## src/source/periph_pkg.sv

```systemverilog
// Peripheral subsystem definitions
// Bus widths, register map offsets, reset values and the PLL config layout

package periph_pkg;

  // Bus widths
  localparam int ADDR_W = 32;
  localparam int DATA_W = 32;
  // Offset bits inside one 4 KB region
  localparam int OFFS_W = 12;

  // GPIO register map
  localparam logic [OFFS_W-1:0] GPIO_VALUE_OFS   = 12'h000;
  localparam logic [OFFS_W-1:0] GPIO_IE_OFS      = 12'h004;
  localparam logic [OFFS_W-1:0] GPIO_OE_OFS      = 12'h008;
  localparam logic [OFFS_W-1:0] GPIO_OUT_OFS     = 12'h00C;
  localparam logic [OFFS_W-1:0] GPIO_PUE_OFS     = 12'h010;
  localparam logic [OFFS_W-1:0] GPIO_DS_OFS      = 12'h014;
  localparam logic [OFFS_W-1:0] GPIO_RISE_IE_OFS = 12'h018;
  localparam logic [OFFS_W-1:0] GPIO_RISE_IP_OFS = 12'h01C;

  // Clock generation register map
  localparam logic [OFFS_W-1:0] CLK_HFXOSC_OFS = 12'h000;
  localparam logic [OFFS_W-1:0] CLK_PLLCFG_OFS = 12'h004;
  localparam logic [OFFS_W-1:0] CLK_OUTDIV_OFS = 12'h008;

  // PLL config word, LSB first is n, m, od, bypass, reset, asleep
  typedef struct packed {
    logic [13:0] rsvd;
    logic        asleep;
    logic        reset;
    logic        bypass;
    logic [1:0]  od;
    logic [7:0]  m;
    logic [4:0]  n;
  } pll_cfg_t;

  // Same word seen from the bus or as fields
  typedef union packed {
    logic [DATA_W-1:0] raw;
    pll_cfg_t          f;
  } pll_cfg_u;

  // PLL held in bypass and reset out of reset
  localparam logic [DATA_W-1:0] PLLCFG_RST = 32'h0001_8000;
  // Divide-by-one set, divider 0
  localparam logic [DATA_W-1:0] OUTDIV_RST = 32'h0000_0040;

  // Pad input synchroniser depth
  localparam int SYNC_STAGES = 2;

endpackage

```

## src/source/clkgen_regs.sv

```systemverilog
// Clock generation register block
// PLL configuration, output divider and crystal oscillator enable

`timescale 1ns/100ps

module clkgen_regs import periph_pkg::*; (
  input  logic              clk,
  input  logic              rst_n,
  // Register port
  input  logic              i_wr,
  input  logic [OFFS_W-1:0] i_offset,
  input  logic [DATA_W-1:0] i_wdata,
  output logic [DATA_W-1:0] o_rdata,
  // Clock controls
  output logic              o_pll_bypass,
  output logic              o_pll_reset,
  output logic              o_pll_asleep,
  output logic [1:0]        o_pll_od,
  output logic [7:0]        o_pll_m,
  output logic [4:0]        o_pll_n,
  output logic              o_pll_outdivby1,
  output logic [5:0]        o_pll_outdiv,
  output logic              o_hfxoscen
);

  pll_cfg_u   pll_q;
  logic [6:0] outdiv_q;
  logic       hfxosc_q;

  // Oscillator on, PLL bypassed and held in reset after reset
  always_ff @(posedge clk or negedge rst_n) begin
    if (!rst_n) begin
      pll_q.raw <= PLLCFG_RST;
      outdiv_q  <= OUTDIV_RST[6:0];
      hfxosc_q  <= 1'b1;
    end else if (i_wr) begin
      case (i_offset)
        CLK_PLLCFG_OFS: pll_q.raw <= i_wdata;
        CLK_OUTDIV_OFS: outdiv_q  <= i_wdata[6:0];
        CLK_HFXOSC_OFS: hfxosc_q  <= i_wdata[0];
        default: ;
      endcase
    end
  end

  // Raw word back to the bus
  always_comb begin
    case (i_offset)
      CLK_PLLCFG_OFS: o_rdata = pll_q.raw;
      CLK_OUTDIV_OFS: o_rdata = DATA_W'(outdiv_q);
      CLK_HFXOSC_OFS: o_rdata = DATA_W'(hfxosc_q);
      default:        o_rdata = '0;
    endcase
  end

  // Field view drives the PLL pins
  assign o_pll_bypass    = pll_q.f.bypass;
  assign o_pll_reset     = pll_q.f.reset;
  assign o_pll_asleep    = pll_q.f.asleep;
  assign o_pll_od        = pll_q.f.od;
  assign o_pll_m         = pll_q.f.m;
  assign o_pll_n         = pll_q.f.n;
  // Bit 6 bypasses the divider
  assign o_pll_outdivby1 = outdiv_q[6];
  assign o_pll_outdiv    = outdiv_q[5:0];
  assign o_hfxoscen      = hfxosc_q;

endmodule

```

## src/source/gpio_regs.sv

```systemverilog
// GPIO register block
// Pad control registers, synchronised pad inputs and rising-edge interrupts

`timescale 1ns/100ps

module gpio_regs import periph_pkg::*; #(
  parameter int GPIO_W = 32
) (
  input  logic              clk,
  input  logic              rst_n,
  // Register port
  input  logic              i_wr,
  input  logic [OFFS_W-1:0] i_offset,
  input  logic [DATA_W-1:0] i_wdata,
  output logic [DATA_W-1:0] o_rdata,
  // Pads
  input  logic [GPIO_W-1:0] i_gpio_in,
  output logic [GPIO_W-1:0] o_gpio_out,
  output logic [GPIO_W-1:0] o_gpio_oe,
  output logic [GPIO_W-1:0] o_gpio_ie,
  output logic [GPIO_W-1:0] o_gpio_pue,
  output logic [GPIO_W-1:0] o_gpio_ds,
  output logic [GPIO_W-1:0] o_gpio_irq
);

  logic [SYNC_STAGES-1:0][GPIO_W-1:0] sync_q;
  logic [GPIO_W-1:0] prev_q;
  logic [GPIO_W-1:0] value;
  logic [GPIO_W-1:0] rise;
  logic [GPIO_W-1:0] ip_clr;

  logic [GPIO_W-1:0] out_q;
  logic [GPIO_W-1:0] oe_q;
  logic [GPIO_W-1:0] ie_q;
  logic [GPIO_W-1:0] pue_q;
  logic [GPIO_W-1:0] ds_q;
  logic [GPIO_W-1:0] rise_ie_q;
  logic [GPIO_W-1:0] rise_ip_q;

  // Oldest stage is the synchronised value
  assign value = sync_q[SYNC_STAGES-1];
  // Only pins with both enables can flag an edge
  assign rise = value & ~prev_q & ie_q & rise_ie_q;
  // Write one to clear
  assign ip_clr = (i_wr && i_offset == GPIO_RISE_IP_OFS) ? i_wdata[GPIO_W-1:0] : '0;

  // Pad input synchroniser and edge history
  always_ff @(posedge clk or negedge rst_n) begin
    if (!rst_n) begin
      sync_q <= '0;
      prev_q <= '0;
    end else begin
      sync_q <= {sync_q[SYNC_STAGES-2:0], i_gpio_in};
      prev_q <= value;
    end
  end

  // Control registers, a new edge wins over a clear in the same cycle
  always_ff @(posedge clk or negedge rst_n) begin
    if (!rst_n) begin
      out_q     <= '0;
      oe_q      <= '0;
      ie_q      <= '0;
      pue_q     <= '0;
      ds_q      <= '0;
      rise_ie_q <= '0;
      rise_ip_q <= '0;
    end else begin
      if (i_wr) begin
        case (i_offset)
          GPIO_OUT_OFS:     out_q     <= i_wdata[GPIO_W-1:0];
          GPIO_OE_OFS:      oe_q      <= i_wdata[GPIO_W-1:0];
          GPIO_IE_OFS:      ie_q      <= i_wdata[GPIO_W-1:0];
          GPIO_PUE_OFS:     pue_q     <= i_wdata[GPIO_W-1:0];
          GPIO_DS_OFS:      ds_q      <= i_wdata[GPIO_W-1:0];
          GPIO_RISE_IE_OFS: rise_ie_q <= i_wdata[GPIO_W-1:0];
          default: ;
        endcase
      end
      rise_ip_q <= (rise_ip_q & ~ip_clr) | rise;
    end
  end

  // Read mux, undefined offsets read zero
  always_comb begin
    case (i_offset)
      GPIO_VALUE_OFS:   o_rdata = DATA_W'(value);
      GPIO_IE_OFS:      o_rdata = DATA_W'(ie_q);
      GPIO_OE_OFS:      o_rdata = DATA_W'(oe_q);
      GPIO_OUT_OFS:     o_rdata = DATA_W'(out_q);
      GPIO_PUE_OFS:     o_rdata = DATA_W'(pue_q);
      GPIO_DS_OFS:      o_rdata = DATA_W'(ds_q);
      GPIO_RISE_IE_OFS: o_rdata = DATA_W'(rise_ie_q);
      GPIO_RISE_IP_OFS: o_rdata = DATA_W'(rise_ip_q);
      default:          o_rdata = '0;
    endcase
  end

  assign o_gpio_out = out_q;
  assign o_gpio_oe  = oe_q;
  assign o_gpio_ie  = ie_q;
  assign o_gpio_pue = pue_q;
  assign o_gpio_ds  = ds_q;
  assign o_gpio_irq = rise_ip_q & rise_ie_q;

endmodule

```

## src/source/periph_subsys.sv

```systemverilog
// Peripheral subsystem top
// Bus fabric in front of the GPIO and clock generation register blocks

`timescale 1ns/100ps

module periph_subsys import periph_pkg::*; #(
  parameter logic [ADDR_W-1:0] GPIO_BASE_ADDR   = 32'h1001_2000,
  parameter logic [ADDR_W-1:0] CLKGEN_BASE_ADDR = 32'h1000_8000,
  parameter int                REGION_LSB       = 12,
  parameter int                GPIO_W           = 32
) (
  input  logic              clk,
  input  logic              rst_n,
  // Command channel
  input  logic              i_cmd_valid,
  output logic              o_cmd_ready,
  input  logic [ADDR_W-1:0] i_cmd_addr,
  input  logic              i_cmd_read,
  input  logic [DATA_W-1:0] i_cmd_wdata,
  // Response channel
  output logic              o_rsp_valid,
  output logic              o_rsp_err,
  output logic [DATA_W-1:0] o_rsp_rdata,
  input  logic              i_rsp_ready,
  // GPIO pads
  input  logic [GPIO_W-1:0] i_gpio_in,
  output logic [GPIO_W-1:0] o_gpio_out,
  output logic [GPIO_W-1:0] o_gpio_oe,
  output logic [GPIO_W-1:0] o_gpio_ie,
  output logic [GPIO_W-1:0] o_gpio_pue,
  output logic [GPIO_W-1:0] o_gpio_ds,
  output logic [GPIO_W-1:0] o_gpio_irq,
  // Clock controls
  output logic              o_pll_bypass,
  output logic              o_pll_reset,
  output logic              o_pll_asleep,
  output logic [1:0]        o_pll_od,
  output logic [7:0]        o_pll_m,
  output logic [4:0]        o_pll_n,
  output logic              o_pll_outdivby1,
  output logic [5:0]        o_pll_outdiv,
  output logic              o_hfxoscen
);

  logic              gpio_wr;
  logic              clk_wr;
  logic [OFFS_W-1:0] reg_offset;
  logic [DATA_W-1:0] reg_wdata;
  logic [DATA_W-1:0] gpio_rdata;
  logic [DATA_W-1:0] clk_rdata;

  ppi_fabric #(
    .GPIO_BASE_ADDR   (GPIO_BASE_ADDR),
    .CLKGEN_BASE_ADDR (CLKGEN_BASE_ADDR),
    .REGION_LSB       (REGION_LSB)
  ) u_fabric (
    .clk          (clk),
    .rst_n        (rst_n),
    .i_cmd_valid  (i_cmd_valid),
    .o_cmd_ready  (o_cmd_ready),
    .i_cmd_addr   (i_cmd_addr),
    .i_cmd_read   (i_cmd_read),
    .i_cmd_wdata  (i_cmd_wdata),
    .o_rsp_valid  (o_rsp_valid),
    .o_rsp_err    (o_rsp_err),
    .o_rsp_rdata  (o_rsp_rdata),
    .i_rsp_ready  (i_rsp_ready),
    .o_gpio_wr    (gpio_wr),
    .o_offset     (reg_offset),
    .o_wdata      (reg_wdata),
    .i_gpio_rdata (gpio_rdata),
    .o_clk_wr     (clk_wr),
    .i_clk_rdata  (clk_rdata)
  );

  gpio_regs #(
    .GPIO_W (GPIO_W)
  ) u_gpio (
    .clk        (clk),
    .rst_n      (rst_n),
    .i_wr       (gpio_wr),
    .i_offset   (reg_offset),
    .i_wdata    (reg_wdata),
    .o_rdata    (gpio_rdata),
    .i_gpio_in  (i_gpio_in),
    .o_gpio_out (o_gpio_out),
    .o_gpio_oe  (o_gpio_oe),
    .o_gpio_ie  (o_gpio_ie),
    .o_gpio_pue (o_gpio_pue),
    .o_gpio_ds  (o_gpio_ds),
    .o_gpio_irq (o_gpio_irq)
  );

  clkgen_regs u_clkgen (
    .clk             (clk),
    .rst_n           (rst_n),
    .i_wr            (clk_wr),
    .i_offset        (reg_offset),
    .i_wdata         (reg_wdata),
    .o_rdata         (clk_rdata),
    .o_pll_bypass    (o_pll_bypass),
    .o_pll_reset     (o_pll_reset),
    .o_pll_asleep    (o_pll_asleep),
    .o_pll_od        (o_pll_od),
    .o_pll_m         (o_pll_m),
    .o_pll_n         (o_pll_n),
    .o_pll_outdivby1 (o_pll_outdivby1),
    .o_pll_outdiv    (o_pll_outdiv),
    .o_hfxoscen      (o_hfxoscen)
  );

endmodule

```

## src/source/ppi_fabric.sv

```systemverilog
// Peripheral bus fabric
// Decodes the command address to GPIO or clock block, one transaction in flight

`timescale 1ns/100ps

module ppi_fabric import periph_pkg::*; #(
  parameter logic [ADDR_W-1:0] GPIO_BASE_ADDR   = 32'h1001_2000,
  parameter logic [ADDR_W-1:0] CLKGEN_BASE_ADDR = 32'h1000_8000,
  parameter int                REGION_LSB       = 12
) (
  input  logic              clk,
  input  logic              rst_n,
  // Command channel
  input  logic              i_cmd_valid,
  output logic              o_cmd_ready,
  input  logic [ADDR_W-1:0] i_cmd_addr,
  input  logic              i_cmd_read,
  input  logic [DATA_W-1:0] i_cmd_wdata,
  // Response channel
  output logic              o_rsp_valid,
  output logic              o_rsp_err,
  output logic [DATA_W-1:0] o_rsp_rdata,
  input  logic              i_rsp_ready,
  // GPIO block
  output logic              o_gpio_wr,
  output logic [OFFS_W-1:0] o_offset,
  output logic [DATA_W-1:0] o_wdata,
  input  logic [DATA_W-1:0] i_gpio_rdata,
  // Clock generation block
  output logic              o_clk_wr,
  input  logic [DATA_W-1:0] i_clk_rdata
);

  logic              rsp_valid_q;
  logic              rsp_err_q;
  logic [DATA_W-1:0] rsp_rdata_q;

  logic              cmd_fire;
  logic              rsp_fire;
  logic              hit_gpio;
  logic              hit_clk;
  logic              hit_any;
  logic [DATA_W-1:0] sel_rdata;

  // New command only when nothing is held
  assign o_cmd_ready = ~rsp_valid_q;
  assign cmd_fire    = i_cmd_valid & o_cmd_ready;
  assign rsp_fire    = rsp_valid_q & i_rsp_ready;

  // Region match on the bits above the offset
  assign hit_gpio = (i_cmd_addr[ADDR_W-1:REGION_LSB] == GPIO_BASE_ADDR[ADDR_W-1:REGION_LSB]);
  assign hit_clk  = (i_cmd_addr[ADDR_W-1:REGION_LSB] == CLKGEN_BASE_ADDR[ADDR_W-1:REGION_LSB]);
  assign hit_any  = hit_gpio | hit_clk;

  // Offset and data go to both blocks, strobes pick one
  assign o_offset  = i_cmd_addr[OFFS_W-1:0];
  assign o_wdata   = i_cmd_wdata;
  assign o_gpio_wr = cmd_fire & ~i_cmd_read & hit_gpio;
  assign o_clk_wr  = cmd_fire & ~i_cmd_read & hit_clk;

  // Read data source, zero for writes and unmapped addresses
  always_comb begin
    sel_rdata = '0;
    if (i_cmd_read) begin
      if (hit_gpio) begin
        sel_rdata = i_gpio_rdata;
      end else if (hit_clk) begin
        sel_rdata = i_clk_rdata;
      end
    end
  end

  // Response valid flag
  always_ff @(posedge clk or negedge rst_n) begin
    if (!rst_n) begin
      rsp_valid_q <= 1'b0;
    end else if (cmd_fire) begin
      rsp_valid_q <= 1'b1;
    end else if (rsp_fire) begin
      rsp_valid_q <= 1'b0;
    end
  end

  // Response payload, captured at acceptance and held until transfer
  always_ff @(posedge clk) begin
    if (cmd_fire) begin
      rsp_err_q   <= ~hit_any;
      rsp_rdata_q <= sel_rdata;
    end
  end

  assign o_rsp_valid = rsp_valid_q;
  assign o_rsp_err   = rsp_err_q;
  assign o_rsp_rdata = rsp_rdata_q;

endmodule

```

## config.mk

```make
export PLATFORM = sky130hd
export DESIGN_NAME = periph_subsys
export DESIGN_NICKNAME = d
export VERILOG_FILES = /design/src/source/periph_pkg.sv /design/src/source/clkgen_regs.sv /design/src/source/gpio_regs.sv /design/src/source/periph_subsys.sv /design/src/source/ppi_fabric.sv
export SDC_FILE = /design/constraint.sdc
export NUM_CORES = 1
export LEC_CHECK = 0
export BUFFER_PORTS_ARGS = -buffer_cell sky130_fd_sc_hd__buf_2
export CAP_MARGIN = 10
export CORE_MARGIN = 2
export CORE_UTILIZATION = 30
export CTS_BUF_LIST = sky130_fd_sc_hd__clkbuf_8
export CTS_CLUSTER_SIZE = 30
export DETAILED_ROUTE_END_ITERATION = 10
export MAX_ROUTING_LAYER = met4
export PLACE_DENSITY = 0.48
export SKIP_LAST_GASP = 1
export SLEW_MARGIN = 30
export SYNTH_ARGS = -nofsm -noshare
export SYNTH_HDL_FRONTEND = slang
export SYNTH_SLANG_ARGS = --single-unit
export TNS_END_PERCENT = 5
```

## constraint.sdc

```tcl
create_clock -name clk -period 4.5 [get_ports clk]
set_clock_uncertainty 0.2 [all_clocks]
set_input_delay 0.225 -clock clk [delete_from_list [all_inputs] [get_ports clk]]
set_output_delay 0.225 -clock clk [all_outputs]
set_load 0.01 [all_outputs]
```

==> results.cfg <==
[worst_hold_path]
hp-class = input pin to flip-flop
holdPathStages = 5
min_to = u_clkgen.o_hfxoscen
hold_start = i_cmd_addr[10]

[synthesis]
syn-num-nets = 1310
syn_area_mm2 = 0.0175
avgSynthCellArea_um2 = 14.5
synth_top_area_share_pct = 50.9
synth.distinct_cells = 52
yosysTopAreaCell = dfrtp_1
synth-async-reset-ratio_pct = 91.6
synth-edff-count = 33
synth.area.top_cells = dfrtp_1 (51%), mux2_4 (12%), mux2_2 (7.9%), edfxtp_1 (5.6%), mux2i_1 (3.0%)
synthFlopType = dfrtp_1
syn_inst = 1209
ys_seq_elements = 394
yosysSeqAreaShare_pct = 57.2
yosysWarnings = 0

[clock_network]
cts.sink_count = 394
cts_setup_buffers = 0
numCtsBuffers = 73
cts_buffer_depth = 3
cts_tree = done
ctsResizeCount = 0
clk_pin_slew_ps = 60
holdBufCountCts = 100
htree_levels = 3
cts_root_buf = clkbuf_8
clk_latency_ps = 660

[power]
vdd_drop_max_mv = 0.174
p_switching_mw = 1.87
power_density_mw_per_mm2 = 339
p_int_mw = 5.74
sw_frac_of_total_pct = 24.6
power_leakage_nw = 10.8
p_comb_share_pct = 5.7
clockPowerShare_pct = 46.0
seqPwrFrac_pct = 48.4

[finish]
mostFrequentLayoutCells = dfrtp_1 (357), buf_2 (351), mux2_4 (135)
utilization_pct = 38.8
final_common_cell = dfrtp_1
final_layout_size_suffix_gt1_share_pct = 45.4
area_growth_pct = 27.9
fill_cells = 5634
finalNetCount = 1776

[routing]
drc = 0
dr.pass1.iters = 5
wire_per_inst_um = 26.1
drt_iter0_markers = 940
wirelength_mm = 65.2
drt-vias-per-instance = 5.08
vias = 12700
ant_nets = 0

[floorplanning]
die_w_um = 246
die-area_mm2 = 0.0604
fp.coreArea_mm2 = 0.0578
rows = 88
die_h_um = 246
start_util_pct = 30.3
ios = 354

[timing]
rsz0062_at_grt = no
hold_viol = 0
period_needed_ps = 3200
tns_ps = 0
drv_slew = 0
fmax_ghz = 0.312
worst_pin_slew_ps = 974
setup_slack_ps = 1300
slew-limit-headroom_pct = 35.1
finalSetupViolCount = 0
post-route-period-util_pct = 71.1

[critical_path]
crit_buf_inv = 3
crit_required_ps = 4820
critPathKind = input pin to flip-flop
crit_chain = dlygate4sd3_1 > buf_2 > nor4_4 > nand3_2 > nor4_4 > buf_4 > mux2_2
timing.rr.end = u_gpio.o_gpio_out[7]
critPathTopFamily = simple AND/OR/NAND/NOR gates
critical-path-max-stage-delay_ps = 640
cp-end-kind = flip-flop
crit_path_start_kind = input pin
cp_data_arrival_time_ps = 3520
rr_worst_depth = 5
crit_cells = 7
r2r_start = u_fabric.o_rsp_valid
path_max_fanout = 24
rrSetupSlack_ps = 1540
slowest_stage = nand3_2
critPathMostFrequentCell = nor4_4

[global_routing]
grt_max_degree = 91
grt_util_all_layers_pct = 22.3
grt_pass1_wl_mm = 94.3
grt_overflow = 0
grt_pass1_vias = 13300
antenna_found_initial = 4

[job]
cap_violations = 0

[placement]
pre_cts_ws_ps = 962
hpwl_mm = 41.9
gp_congestion = 0.820
io_buffers = 353

[outcome]
status = completed
==> worst register-to-register path: cells and delay by family, from the launching register on <==
kind	cells	cell delay (ps)
buffers and inverters	1	290
flip-flops	1	390
multiplexers	1	380
AND/OR/NAND/NOR	3	1570
==> how the worst max path moves through the flow <==
stage | slack [ps] | to | start
finish | 1300 | u_clkgen.pll_q[18] | i_cmd_addr[8]
global route | 1240 | u_clkgen.pll_q[26] | i_cmd_addr[8]
CTS | 1360 | u_clkgen.pll_q[19] | i_cmd_addr[8]
detailed placement | 960 | u_gpio.o_gpio_ds[31] | i_cmd_addr[5]
global placement | 960 | u_gpio.o_gpio_ds[31] | i_cmd_addr[5]
floorplan | 2090 | u_gpio.rise_ie_q[10] | i_cmd_addr[17]
==> cells in the mapped netlist (12+ instances only) <==
| cell | instances |
|---|---|
| edfxtp_1 | 33 |
| nor2b_1 | 34 |
| o21ai_0 | 25 |
| mux2i_1 | 53 |
| dfrtp_1 | 357 |
| mux2_4 | 135 |
| and2_1 | 34 |
| nand2_1 | 50 |
| clkbuf_1 | 32 |
| mux2_2 | 123 |
| nand2b_1 | 15 |
| mux2_1 | 17 |
| o22ai_1 | 31 |
| buf_12 | 15 |
| buf_4 | 22 |
| a32o_1 | 32 |
| a22oi_1 | 16 |
| a221oi_1 | 27 |
| nand4_1 | 40 |
| nor2_1 | 12 |
| a2111oi_0 | 13 |
==> stage by stage <==
stage               instances  instance area, µm²  power (mW)  hold WS, ps
finish                   2497               22400        7.61         45.5
detailed placement       2265               19900        4.11        -43.3
CTS                      2493               22400        7.74        0.124
floorplan                1209               17500        3.84         -271
global placement         2264               19900        4.11          132
global route             2496               22400        7.94         18.3
==> power by group through the flow <==
| stage | clock network (mW) | logic (mW) | registers [mW] |
|---|---|---|---|
| 2_1_floorplan | 0 | 0.0981 | 3.74 |
| 6_report | 3.50 | 0.431 | 3.68 |
| 4_1_cts | 3.62 | 0.437 | 3.68 |
| 3_3_place_gp | 0 | 0.362 | 3.74 |
| 3_5_place_dp | 0 | 0.367 | 3.74 |
| 5_1_grt | 3.78 | 0.465 | 3.69 |
==> kinds of logic (layout without fill, tap and decap cells) <==
| kind of cell | count (synthesis) | in the layout | share of synthesized area, % |
|---|---|---|---|
| AO/OA/AOI/OAI | 157 | 157 | 6.88 |
| buffers and inverters | 95 | 614 | 4.19 |
| flip-flops | 394 | 394 | 57.2 |
| multiplexers | 331 | 331 | 24.0 |
| other | 0 | 4 | 0 |
| AND/OR/NAND/NOR | 232 | 232 | 7.80 |
==> final cells by class <==
| class | count | area (µm²) | area share [%] |
|---|---|---|---|
| Timing Repair Buffer | 484 | 3110 | 13.8 |
| Clock buffer | 98 | 1350 | 6.01 |
| Clock inverter | 30 | 129 | 0.574 |
| Antenna cell | 4 | 10.0 | 0.0446 |
| Sequential cell | 394 | 10000 | 44.7 |
| Inverter | 2 | 10.0 | 0.0446 |
| Tap cell | 765 | 957 | 4.27 |
| Multi-Input combinational cell | 720 | 6850 | 30.5 |
==> layer usage <==
metal  vias to the layer above  share of wire, %  GRT usage [%]
li1                       5462                 -              -
met1                      6563                43           28.6
met2                       520                47           33.9
met3                       134               7.1           5.10
met4                         0               3.6           9.25
met5                         -                 0              -
Power figures use the tool's default switching activity.
